### src/include/matmul_config.svh
`ifndef MATMUL_CONFIG_SVH
`define MATMUL_CONFIG_SVH

//////////////////////////////
// array and element sizes
//////////////////////////////

// operand and result element width
`define MM_DWIDTH 16
// rows and columns of the array, square matrices
`define MM_DIM 4
// row address into every memory
`define MM_AWIDTH 2
// rows held per memory
`define MM_DEPTH 4

//////////////////////////////
// sequencer phases, in cycles
//////////////////////////////

`define MM_FETCH_LEN 4
// skew + array depth + one memory read, with a spare cycle
`define MM_DRAIN_LEN 8
`define MM_WRITE_LEN 4
// wide enough for the longest phase
`define MM_TWIDTH 4

`endif

### src/logic/matmul_pkg.sv
`default_nettype none
`include "matmul_config.svh"

package matmul_pkg;

  // one operand or result element
  typedef logic [`MM_DWIDTH-1:0] elem_t;
  // one memory row, element 0 in the low bits
  typedef elem_t [`MM_DIM-1:0] vec_t;
  // full precision sum of products
  typedef logic [2*`MM_DWIDTH-1:0] acc_t;
  // indexed [row][col]
  typedef acc_t [`MM_DIM-1:0][`MM_DIM-1:0] acc_matrix_t;
  typedef logic [`MM_AWIDTH-1:0] row_addr_t;

  typedef enum logic [1:0] {IDLE, FETCH, DRAIN, WRITE} seq_state_e;
  // load opcode, which operand memory takes the row
  typedef enum logic {SEL_A, SEL_B} matrix_sel_e;

endpackage


`default_nettype wire

### src/logic/mul_sequencer.sv
`default_nettype none
`include "matmul_config.svh"

module mul_sequencer (
  input  logic                      clk,
  input  logic                      reset,
  input  logic                      load_valid,
  output logic                      load_ready,
  input  matmul_pkg::matrix_sel_e   load_sel,
  input  logic                      start_valid,
  output logic                      start_ready,
  output logic                      done,
  output logic                      a_wr_en,
  output logic                      b_wr_en,
  output logic                      timer_load,
  output logic [`MM_TWIDTH-1:0]     timer_length,
  input  logic                      timer_last,
  input  matmul_pkg::row_addr_t     timer_count,
  output logic                      fetch,
  output logic                      clear_acc,
  output matmul_pkg::row_addr_t     fetch_addr,
  output logic                      wb_en,
  output matmul_pkg::row_addr_t     wb_row
);
  import matmul_pkg::*;

  localparam int busy_cycles = `MM_FETCH_LEN + `MM_DRAIN_LEN + `MM_WRITE_LEN;

  seq_state_e state;
  seq_state_e state_next;
  logic       load_acc;
  logic       start_acc;

  //////////////////////////////
  // host handshakes
  //////////////////////////////

  // host channels only open while idle
  assign load_ready  = (state == IDLE);
  assign start_ready = (state == IDLE);
  assign load_acc    = load_valid && load_ready;
  assign start_acc   = start_valid && start_ready;
  // opcode picks the operand memory
  assign a_wr_en     = load_acc && (load_sel == SEL_A);
  assign b_wr_en     = load_acc && (load_sel == SEL_B);

  //////////////////////////////
  // phase FSM
  //////////////////////////////

  always_comb begin
    state_next = state;
    case (state)
      IDLE:  if (start_acc) state_next = FETCH;
      FETCH: if (timer_last) state_next = DRAIN;
      DRAIN: if (timer_last) state_next = WRITE;
      WRITE: if (timer_last) state_next = IDLE;
      default: state_next = IDLE;
    endcase
  end

  always_ff @(posedge clk) begin
    if (reset) begin
      state <= IDLE;
    end else begin
      state <= state_next;
    end
  end

  // timer reloads one cycle ahead of each phase
  assign timer_load = start_acc || (timer_last && (state == FETCH || state == DRAIN));

  // length of the phase that comes next
  always_comb begin
    case (state)
      FETCH:   timer_length = `MM_TWIDTH'(`MM_DRAIN_LEN);
      DRAIN:   timer_length = `MM_TWIDTH'(`MM_WRITE_LEN);
      default: timer_length = `MM_TWIDTH'(`MM_FETCH_LEN);
    endcase
  end

  assign fetch      = (state == FETCH);
  assign fetch_addr = timer_count;
  // feeder delays this to land just before the first product
  assign clear_acc  = start_acc;
  assign wb_en      = (state == WRITE);
  assign wb_row     = timer_count;
  // same cycle as the last row write
  assign done       = (state == WRITE) && timer_last;

  // busy for the whole fixed sequence until done
  ap_busy_window: assert property (@(posedge clk) disable iff (reset)
    start_acc |=> (!load_ready && !start_ready && !done) [*(busy_cycles - 1)] ##1 done);

  // done marks the write of the last C row
  ap_done_last_row: assert property (@(posedge clk) disable iff (reset)
    done |-> wb_row == row_addr_t'(`MM_DIM - 1));

endmodule

`default_nettype wire

### config.mk
export PLATFORM = sky130hd
export DESIGN_NAME = mul_sequencer
export DESIGN_NICKNAME = d
export VERILOG_FILES = /design/src/logic/matmul_pkg.sv /design/src/logic/mul_sequencer.sv
export VERILOG_INCLUDE_DIRS = /design/src /design/src/include
export SDC_FILE = /design/constraint.sdc
export NUM_CORES = 1
export LEC_CHECK = 0
export BUFFER_PORTS_ARGS = -buffer_cell sky130_fd_sc_hd__buf_4
export CORE_AREA = 2 2 39 41
export DETAILED_ROUTE_END_ITERATION = 10
export DIE_AREA = 0 0 41 43
export GPL_ROUTABILITY_DRIVEN = 0
export PLACE_DENSITY = 0.59
export RECOVER_POWER = 25
export SLEW_MARGIN = 10
export SYNTH_ARGS = -nofsm -noshare
export SYNTH_HDL_FRONTEND = slang
export SYNTH_SLANG_ARGS = --single-unit
### constraint.sdc
create_clock -name clk -period 1.3 [get_ports clk]
set_input_delay 0.325 -clock clk [delete_from_list [all_inputs] [get_ports clk]]
set_output_delay 0.325 -clock clk [all_outputs]
set_load 0.03 [all_outputs]
==> metrics, run 1 <==
final cell count without fillers 73; skew final 0.0005223 ns; clk sinks 2; via count 278; IO Pins 25; asr flop ratio synth 0%; initial core utilization 22.15%; # H-tree levels 1; Max stage delay on crit path 0.34 ns; Mean Syn Cell Area 8.758 sq um; CP Max Fanout 4; CTS root buffer clkbuf_4; sequential area share after synthesis 13.06%; WP buf/inv 2; RSZ-0062 raised after global routing true; mux contribution to synthesized area 6.531%; Max Fclk 647.9 MHz; fillers 132; Post-Syn Instances 35; Tcrit/Tclk final 118.7%; CP delay by family, top flip-flops; violated checks negative setup slack; slowest stage cell, crit path dfxtp_2; Synth Flop Type dfxtp_1; WL final 749 microns; most common library cells after synthesis buf_4 (8), ha_1 (6), inv_1 (4); CP cell instances inv_4 > ha_4 > and2_4 > a21o_4 > buf_6; Setup CP Type reg2out; GRT Total Usage 10.80%; Reg clk slew, reported paths 0.03 ns; Pins Over Slew Limit 0; Chip Height 43 microns; Pwr Total 0.001725 W; post-layout instance area 624.3 sq um; placed inst area 476.7 sq um; Worst Setup End Kind output pin; Regs by FF count state x2; ANT cells 0; startpoint type of the worst setup path flip-flop; Core Footprint 1384 sq um; Mapped Area 306.5 sq um; Adder-Cell Fraction of Synth Area 24.49%; CP Data Arrival Time 1.22 ns; vias in the first global route 300; top cell type's share of synthesized area 24.49%; clk_lat worst skew 0.22 ns; global-route wire length before repair 1.221 mm; cell taking the most area after synthesis ha_1; Final Hold Vio Count 0; DR vias/cell 3.808; initial antenna violation count 0; Hold Path Class in2reg; status finished, violations left; Leak Pwr 0.2927 nW; ranking of synthesized cells by area ha_1 (24%), buf_4 (20%), dfxtp_1 (13%), mux2i_1 (6.5%), or2b_2 (5.7%); largest family of logic cells by synthesized area buffers and inverters; fin crit period 1.543 ns; Syn-to-layout area delta 103.7%; # Max-Cap Violations 0; CTS tree yes; layout cell share with drive strength beyond 1 85.96%; Cell Rows 14; Max Root-Sink Buffers 2; pwr dens 2762 nW/um^2; Synth Area in Simple Gates 20.41%; Initial DRT Pass Iterations 1; WP data required 0.98 ns; Final WS setup -0.2434 ns; die area 1763 sq um; largest net degree at the start of global routing 5; Biggest register state; Die Span X 41 microns; final number of setup-violating endpoints 13; Largest register FFs 2; Synth Area in XOR/XNOR 0%; reg-to-reg setup timing slack -0.05 ns; Post-synth EDFFs 0; synthesis-stage register bit count 2; worst ir drop on vdd 1.121 mV; initial drt markers 0; library cells used by synthesis 17; Cells after DPL 67; most common cell in the synthesized netlist buf_4; Setup WS pre-CTS -0.1074 ns; Syn. warnings 0; DRC viols 0; hold slack 0.3903 ns; Routed Antenna Nets 0; area fraction in compound gates after synthesis 9.796%; DR WL/cell 10.26 microns; DP HPWL 499.6 microns; CTS buffer count 3; Hold-fix buffers, CTS 0; fin nets 73; GRT Residual Overflow 0; Port Buf Inserts 16
==> worst register-to-register path, cell delays in order, from the launching register on <==
cell and delay, ns:
dfxtp_2 0.32, buf_4 0.15, ha_1 0.20, nor3_2 0.18, a2bb2oi_2 0.21, mux2i_1 0.21
==> per-layer routing <==
| layer | vias to the layer above | share of wire, % | global-route usage (%) |
|---|---|---|---|
| met5 | - | 0 | 0 |
| met4 | 0 | 0 | 8.000 |
| met3 | 0 | 5.9 | 1.571 |
| met2 | 9 | 55 | 19.06 |
| met1 | 125 | 39 | 10.16 |
| li1 | 144 | - | - |
==> power breakdown <==
group          internal (W)  switching (W)  total [W]
Sequential        0.0000968      0.0000263   0.000123
Combinational      0.000764       0.000701    0.00147
Clock              0.000102      0.0000345   0.000136
Total              0.000963       0.000762    0.00172
==> cell type report <==
type                    instances  area [sq um]  area share [%]
multi-input cells              22         282.8           45.29
repair buffers                 26         236.5           37.88
flip-flops and latches          2         42.54           6.814
clock buffers                   3         22.52           3.607
inverters                       4         20.02           3.206
well taps                      16         20.02           3.206
==> kinds of logic (layout without fill, tap and decap cells) <==
kind of cell,after synthesis,count (layout)
AOI/OAI and AO/OA,3,3
adders and majority gates,6,6
buffers and inverters,12,33
DFF,2,2
muxes,2,2
other,1,2
and+or+nand+nor,9,9
==> worst paths after layout <==
check,from,end,cells after the start
worst max-delay path,state[0]$_SDFFE_PP0P_,timer_load,5
worst min register to register,state[1]$_SDFFE_PP0P_,state[1]$_SDFFE_PP0P_,3
worst max register to register,state[1]$_SDFFE_PP0P_,state[0]$_SDFFE_PP0P_,5
worst min-delay path,reset,state[1]$_SDFFE_PP0P_,3
==> stage by stage <==
step	setup TNS [ns]	util [%]
detailed placement	-0.3093	34.45
global placement	-0.2713	34.45
global route	-2.288	45.12
CTS	-1.904	45.12
finish	-1.721	45.12
floorplan	-0.1638	-
==> cells in the final DEF, fill, tap and decap left out, drive strengths merged <==
cell     synthesis  final
a21o             1      1
a2bb2oi          1      1
and2             2      2
and3             1      1
buf              8     26
clkbuf           0      3
conb             1      2
dfxtp            2      2
ha               6      6
inv              4      4
mux2i            2      2
nand2            1      1
nor2             1      1
nor3             1      1
o21bai           1      1
or2b             3      3
==> timing repair <==
item,CTS,global route
hold endpoints to repair,0,0
endpoints found under the setup margin,13,13
setup buffers,4,1
pin swaps,2,1
resized for setup,25,1
(Power assumes the default switching activity.)
==> run 2: changes to the inputs <==
Settings changed: REMOVE_ABC_BUFFERS set to 1.
==> metrics, run 2 (synthesis gave the netlist of run 1 again) <==
final number of setup-violating endpoints 13 (unchanged); CTS root buffer clkbuf_4 (unchanged); hold slack 0.3788 ns (was 0.3903 ns); WL final 722 microns (was 749 microns); die area 1763 sq um (unchanged); GRT Residual Overflow 0 (unchanged); Biggest register state (unchanged); ANT cells 0 (unchanged); Max Root-Sink Buffers 2 (unchanged); fin crit period 1.539 ns (was 1.543 ns); global-route wire length before repair 1.090 mm (was 1.221 mm); initial drt markers 0 (unchanged); CP Max Fanout 3 (was 4); clk_lat worst skew 0.23 ns (was 0.22 ns); violated checks negative setup slack (unchanged); startpoint type of the worst setup path flip-flop (unchanged); pwr dens 2758 nW/um^2 (was 2762 nW/um^2); Hold Path Class in2reg (unchanged); IO Pins 25 (unchanged); Final WS setup -0.2393 ns (was -0.2434 ns); CTS tree yes (unchanged); DRC viols 0 (unchanged); Pins Over Slew Limit 0 (unchanged); Port Buf Inserts 16 (unchanged); Die Span X 41 microns (unchanged); commonest non-fill, non-tap cell in the layout buf_6 (was buf_4); DR vias/cell 3.945 (was 3.808); Core Footprint 1384 sq um (unchanged); Leak Pwr 0.2988 nW (was 0.2927 nW); Final Hold Vio Count 0 (unchanged); Cell Rows 14 (unchanged); layout cell share with drive strength beyond 1 80.70% (was 85.96%); commonest cells after routing, fill and taps aside buf_6 (14), buf_4 (12), ha_4 (5) (was buf_4 (15), buf_6 (11), ha_4 (5)); initial antenna violation count 0 (unchanged); Largest register FFs 2 (unchanged); WP data required 0.98 ns (about the same); skew final 0.001787 ns (was 0.0005223 ns); CTS buffer count 3 (unchanged); Max Fclk 649.7 MHz (was 647.9 MHz); Reg clk slew, reported paths 0.03 ns (about the same); post-layout instance area 628.1 sq um (was 624.3 sq um); Routed Antenna Nets 0 (unchanged); Syn-to-layout area delta 104.9% (was 103.7%); GRT Total Usage 9.719% (was 10.80%); Final Core Density 45.39% (was 45.12%); Initial DRT Pass Iterations 1 (unchanged); status finished, violations left (unchanged); initial core utilization 22.15% (unchanged); clk sinks 2 (unchanged); slowest stage cell, crit path dfxtp_4 (was dfxtp_2); Tcrit/Tclk final 118.4% (was 118.7%); DR WL/cell 9.890 microns (was 10.26 microns); fin nets 73 (unchanged); placed inst area 435.4 sq um (was 476.7 sq um); CP Data Arrival Time 1.21 ns (was 1.22 ns); Chip Height 43 microns (unchanged); Worst Setup End Kind output pin (unchanged); vias in the first global route 274 (was 300); Pwr Total 0.001732 W (was 0.001725 W); CP cell instances inv_4 > ha_4 > and2_4 > a21o_1 > buf_6 (was inv_4 > ha_4 > and2_4 > a21o_4 > buf_6); Max stage delay on crit path 0.36 ns (was 0.34 ns); largest net degree at the start of global routing 6 (was 5); # Max-Cap Violations 0 (unchanged); via count 288 (was 278); Regs by FF count state x2 (unchanged); worst ir drop on vdd 1.135 mV (was 1.121 mV); Setup CP Type reg2out (unchanged); RSZ-0062 raised after global routing true (unchanged); Setup WS pre-CTS -0.1046 ns (was -0.1074 ns); # H-tree levels 1 (unchanged)
## run 2: routing by layer
metal  track usage (%)  routed length, microns  up-vias
li1                  -                       -      146
met1             10.22                     289      133
met2             13.75                     399        9
met3             4.712                      33        0
met4             8.000                       0        0
met5                 0                       0        -
## run 2: final timing paths
path / depth (start not counted) / startpoint / slack [ns] / endpoint
worst min-delay path: 3 / reset / 0.38 / state[0]$_SDFFE_PP0P_
worst min register to register: 2 / state[1]$_SDFFE_PP0P_ / 0.60 / state[1]$_SDFFE_PP0P_
worst max-delay path: 5 / state[1]$_SDFFE_PP0P_ / -0.24 / timer_load
worst max register to register: 6 / state[1]$_SDFFE_PP0P_ / -0.11 / state[1]$_SDFFE_PP0P_
## run 2: timing repair
item	in CTS	in global routing
cloned	0	0
hold buffers	0	0
pin swaps	3	2
buffers inserted	1	3
setup endpoints to repair	13	13
gates resized for setup	34	1
## run 2: critical path, delay by kind of cell (launching register included)
family / cells / cell delay, ns
fa+ha+maj: 1 / 0.15
buf+inv: 2 / 0.19
simple gates: 1 / 0.13
flops: 1 / 0.36
compound gates: 1 / 0.16
## run 2: cell type report
cell class                 count  area (sq um)
timing repair buffer          26         247.7
multi-input combinational     22         272.8
clock buffer                   3         22.52
fill                         139         755.7
inverter                       4         20.02
sequential                     2         45.04
tap                           16         20.02
## run 2: where the power goes
part	internal [W]	switching (W)	leakage (nW)	total (W)
logic	0.000755	0.000699	0.267	0.00145
registers	0.000103	0.0000364	0.0175	0.000139
clock network	0.000102	0.0000377	0.0138	0.000140
total	0.000959	0.000773	0.299	0.00173
## run 2: through the flow
stage	TNS, ns	std cells
after global routing	-2.580	73
after detailed placement	-0.4664	66
after floorplan	-2.591	28
after global placement	-0.3307	66
after CTS	-1.826	70
final	-1.968	73
==> run 3: changes to the inputs <==
Settings changed: ABC_AREA set to 1, PLACE_DENSITY 0.59 to 0.6.
==> metrics, run 3 <==
CP cell instances inv_4 > ha_4 > inv_2 > o21ai_2 > buf_6 (was inv_4 > ha_4 > and2_4 > a21o_1 > buf_6); fillers 144 (was 139); CP Data Arrival Time 1.15 ns (was 1.21 ns); Reg clk slew, reported paths 0.03 ns (about the same); cell taking the most area after synthesis ha_1 (unchanged); CTS root buffer clkbuf_4 (unchanged); Reg-to-Reg End state[0]$_SDFFE_PP0P_ (was state[1]$_SDFFE_PP0P_); DR vias/cell 3.726 (was 3.945); commonest non-fill, non-tap cell in the layout buf_4 (was buf_6); crit path from state[1]$_SDFFE_PP0P_ (unchanged); grt met3 use 4.712% (unchanged); commonest cells after routing, fill and taps aside buf_4 (16), nor2_1 (9), nand2_1 (6), inv_1 (6), buf_6 (6) (was buf_6 (14), buf_4 (12), ha_4 (5)); Syn-to-layout area delta 77.78% (was 104.9%); top cell type's share of synthesized area 23.81% (was 24.49%); status finished, violations left (unchanged); clk_lat worst skew 0.22 ns (was 0.23 ns); final cell count without fillers 84 (was 73); Reg2Reg Depth 7 (was 6); WL final 712 microns (was 722 microns); met1 GRT Util 10.19% (was 10.22%); Initial DRT Pass Iterations 1 (unchanged); library cells used by synthesis 12 (was 17); Max stage delay on crit path 0.34 ns (was 0.36 ns); # H-tree levels 1 (unchanged); GRT Residual Overflow 0 (unchanged); Final Hold Vio Count 0 (unchanged); Cells after DPL 80 (was 66); synthesis-stage register bit count 2 (unchanged); Max Root-Sink Buffers 2 (unchanged); Tcrit/Tclk final 113.6% (was 118.4%); Largest register FFs 2 (unchanged); GR peak layer met2 (unchanged); GRT Total Usage 9.610% (was 9.719%); fin nets 84 (was 73); Setup CP Type reg2out (unchanged); Mean Syn Cell Area 6.306 sq um (was 8.758 sq um); Cell Rows 14 (unchanged); Die Span X 41 microns (unchanged); global-route wire length before repair 1.124 mm (was 1.090 mm); die area 1763 sq um (unchanged); Final WS setup -0.1773 ns (was -0.2393 ns); worst ir drop on vdd 1.025 mV (was 1.135 mV); Post-synth EDFFs 0 (unchanged); Mapped Area 315.3 sq um (was 306.5 sq um); Pins Over Slew Limit 0 (unchanged); via count 313 (was 288); WP data required 0.98 ns (about the same); ANT cells 0 (unchanged); initial drt markers 0 (unchanged); Hold Path Class in2reg (unchanged); Core Footprint 1384 sq um (unchanged); fin crit period 1.477 ns (was 1.539 ns); DP HPWL 517.3 microns; IO Pins 25 (unchanged); DRC viols 0 (unchanged); Max Fclk 676.9 MHz (was 649.7 MHz); CTS buffer count 3 (unchanged); ranking of synthesized cells by area ha_1 (24%), buf_4 (19%), dfxtp_1 (13%), inv_1 (12%), nor2_1 (11%) (was ha_1 (24%), buf_4 (20%), dfxtp_1 (13%), mux2i_1 (6.5%), or2b_2 (5.7%)); clk sinks 2 (unchanged); Syn. warnings 0 (unchanged); # Max-Cap Violations 0 (unchanged); Critical Path Sink timer_load (unchanged); Port Buf Inserts 16 (unchanged); violated checks negative setup slack (unchanged); r2r startpoint state[0]$_SDFFE_PP0P_ (was state[1]$_SDFFE_PP0P_); Regs by FF count state x2 (unchanged); layout cell share with drive strength beyond 1 60.29% (was 80.70%); CTS tree yes (unchanged); slowest stage cell, crit path dfxtp_2 (was dfxtp_4); most common library cells after synthesis inv_1 (10), nor2_1 (9), buf_4 (8), ha_1 (6), nand2_1 (6) (was buf_4 (8), ha_1 (6), inv_1 (4)); RSZ-0062 raised after global routing true (unchanged); GR Util met2 15.31% (was 13.75%); asr flop ratio synth 0% (unchanged); most common cell in the synthesized netlist inv_1 (was buf_4); Leak Pwr 0.2994 nW (was 0.2988 nW); initial core utilization 22.78% (was 22.15%); skew final 0.001323 ns (was 0.001787 ns); Routed Antenna Nets 0 (unchanged); DR WL/cell 8.476 microns (was 9.890 microns); pwr dens 2892 nW/um^2 (was 2758 nW/um^2); Hold-fix buffers, CTS 0 (unchanged); vias in the first global route 282 (was 274); startpoint type of the worst setup path flip-flop (unchanged); final number of setup-violating endpoints 11 (was 13); Synth Flop Type dfxtp_1 (unchanged); Post-Syn Instances 50 (was 35); initial antenna violation count 0 (unchanged); reg-to-reg setup timing slack 0.10 ns (was -0.11 ns); Worst Setup End Kind output pin (unchanged); Biggest register state (unchanged); Chip Height 43 microns (unchanged); sequential area share after synthesis 12.70% (was 13.06%); CP Max Fanout 3 (unchanged); largest net degree at the start of global routing 5 (was 6); Setup TNS Final -1.170 ns (was -1.968 ns)
run 3: worst min-delay path by stage:
stage               startpoint                     to  depth (start not counted)
floorplan                reset  state[1]$_SDFFE_PP0P_                          3
CTS                      reset  state[1]$_SDFFE_PP0P_                          4
global route             reset  state[1]$_SDFFE_PP0P_                          4
finish                   reset  state[1]$_SDFFE_PP0P_                          4
detailed placement       reset  state[1]$_SDFFE_PP0P_                          4
global placement         reset  state[1]$_SDFFE_PP0P_                          4
run 3: logic make-up (layout without fill, tap and decap cells):
group / after synthesis / in the layout / share of synthesized area (%)
AND/OR/NAND/NOR: 20 / 20 / 26.98
buffers and inverters: 19 / 36 / 32.14
adder cells (fa/ha/maj): 6 / 6 / 23.81
AO/OA/AOI/OAI: 2 / 2 / 3.175
flip-flops: 2 / 2 / 12.70
other: 1 / 2 / 1.189
run 3: final cells by class:
class                           instances  area, sq um  area share (%)
Inverter                               11        43.79           7.812
Timing Repair Buffer                   22        187.7           33.48
Clock buffer                            3        22.52           4.018
Sequential cell                         2        42.54           7.589
Multi-Input combinational cell         30        244.0           43.53
Tap cell                               16        20.02           3.571
run 3: per-layer routing:
layer  routed length [microns]  share of wire (%)
met3                        46                6.5
met4                         0                  0
met5                         0                  0
met1                       282                 40
met2                       383                 54
run 3: what timing repair did:
item	in CTS	in global routing
gates resized for setup	18	7
buffers inserted	0	1
endpoints found under the setup margin	11	13
pin swaps	1	0
run 3: where the power goes:
group          switching, W  internal (W)  total (W)
combinational      0.000763      0.000602    0.00137
clock             0.0000316      0.000101   0.000133
sequential        0.0000239     0.0000992   0.000123
total              0.000819      0.000802    0.00162
run 3: worst max-delay path: cells and delay by family, from the launching register on:
kind                       cells  cell delay (ns)
DFF                            1             0.34
buffers and inverters          3             0.23
AOI/OAI and AO/OA              1             0.11
adders and majority gates      1             0.26
run 3: per-stage QoR:
step / power [W] / instance area [sq um] / setup WS, ns / hold WS (ns) / util [%]
final: 0.001621 / 560.5 / -0.1773 / 0.3504 / 40.51
after global routing: 0.001745 / 560.5 / -0.2296 / 0.3605 / 40.51
after CTS: 0.001490 / 523.0 / -0.1977 / 0.3461 / 37.79
after detailed placement: 0.001176 / 436.7 / -0.05724 / 0.5908 / 31.56
after global placement: 0.001160 / 436.7 / -0.04389 / 0.5843 / 31.56
after floorplan: 0.0007737 / 259.0 / -0.5971 / 0.4805 / -
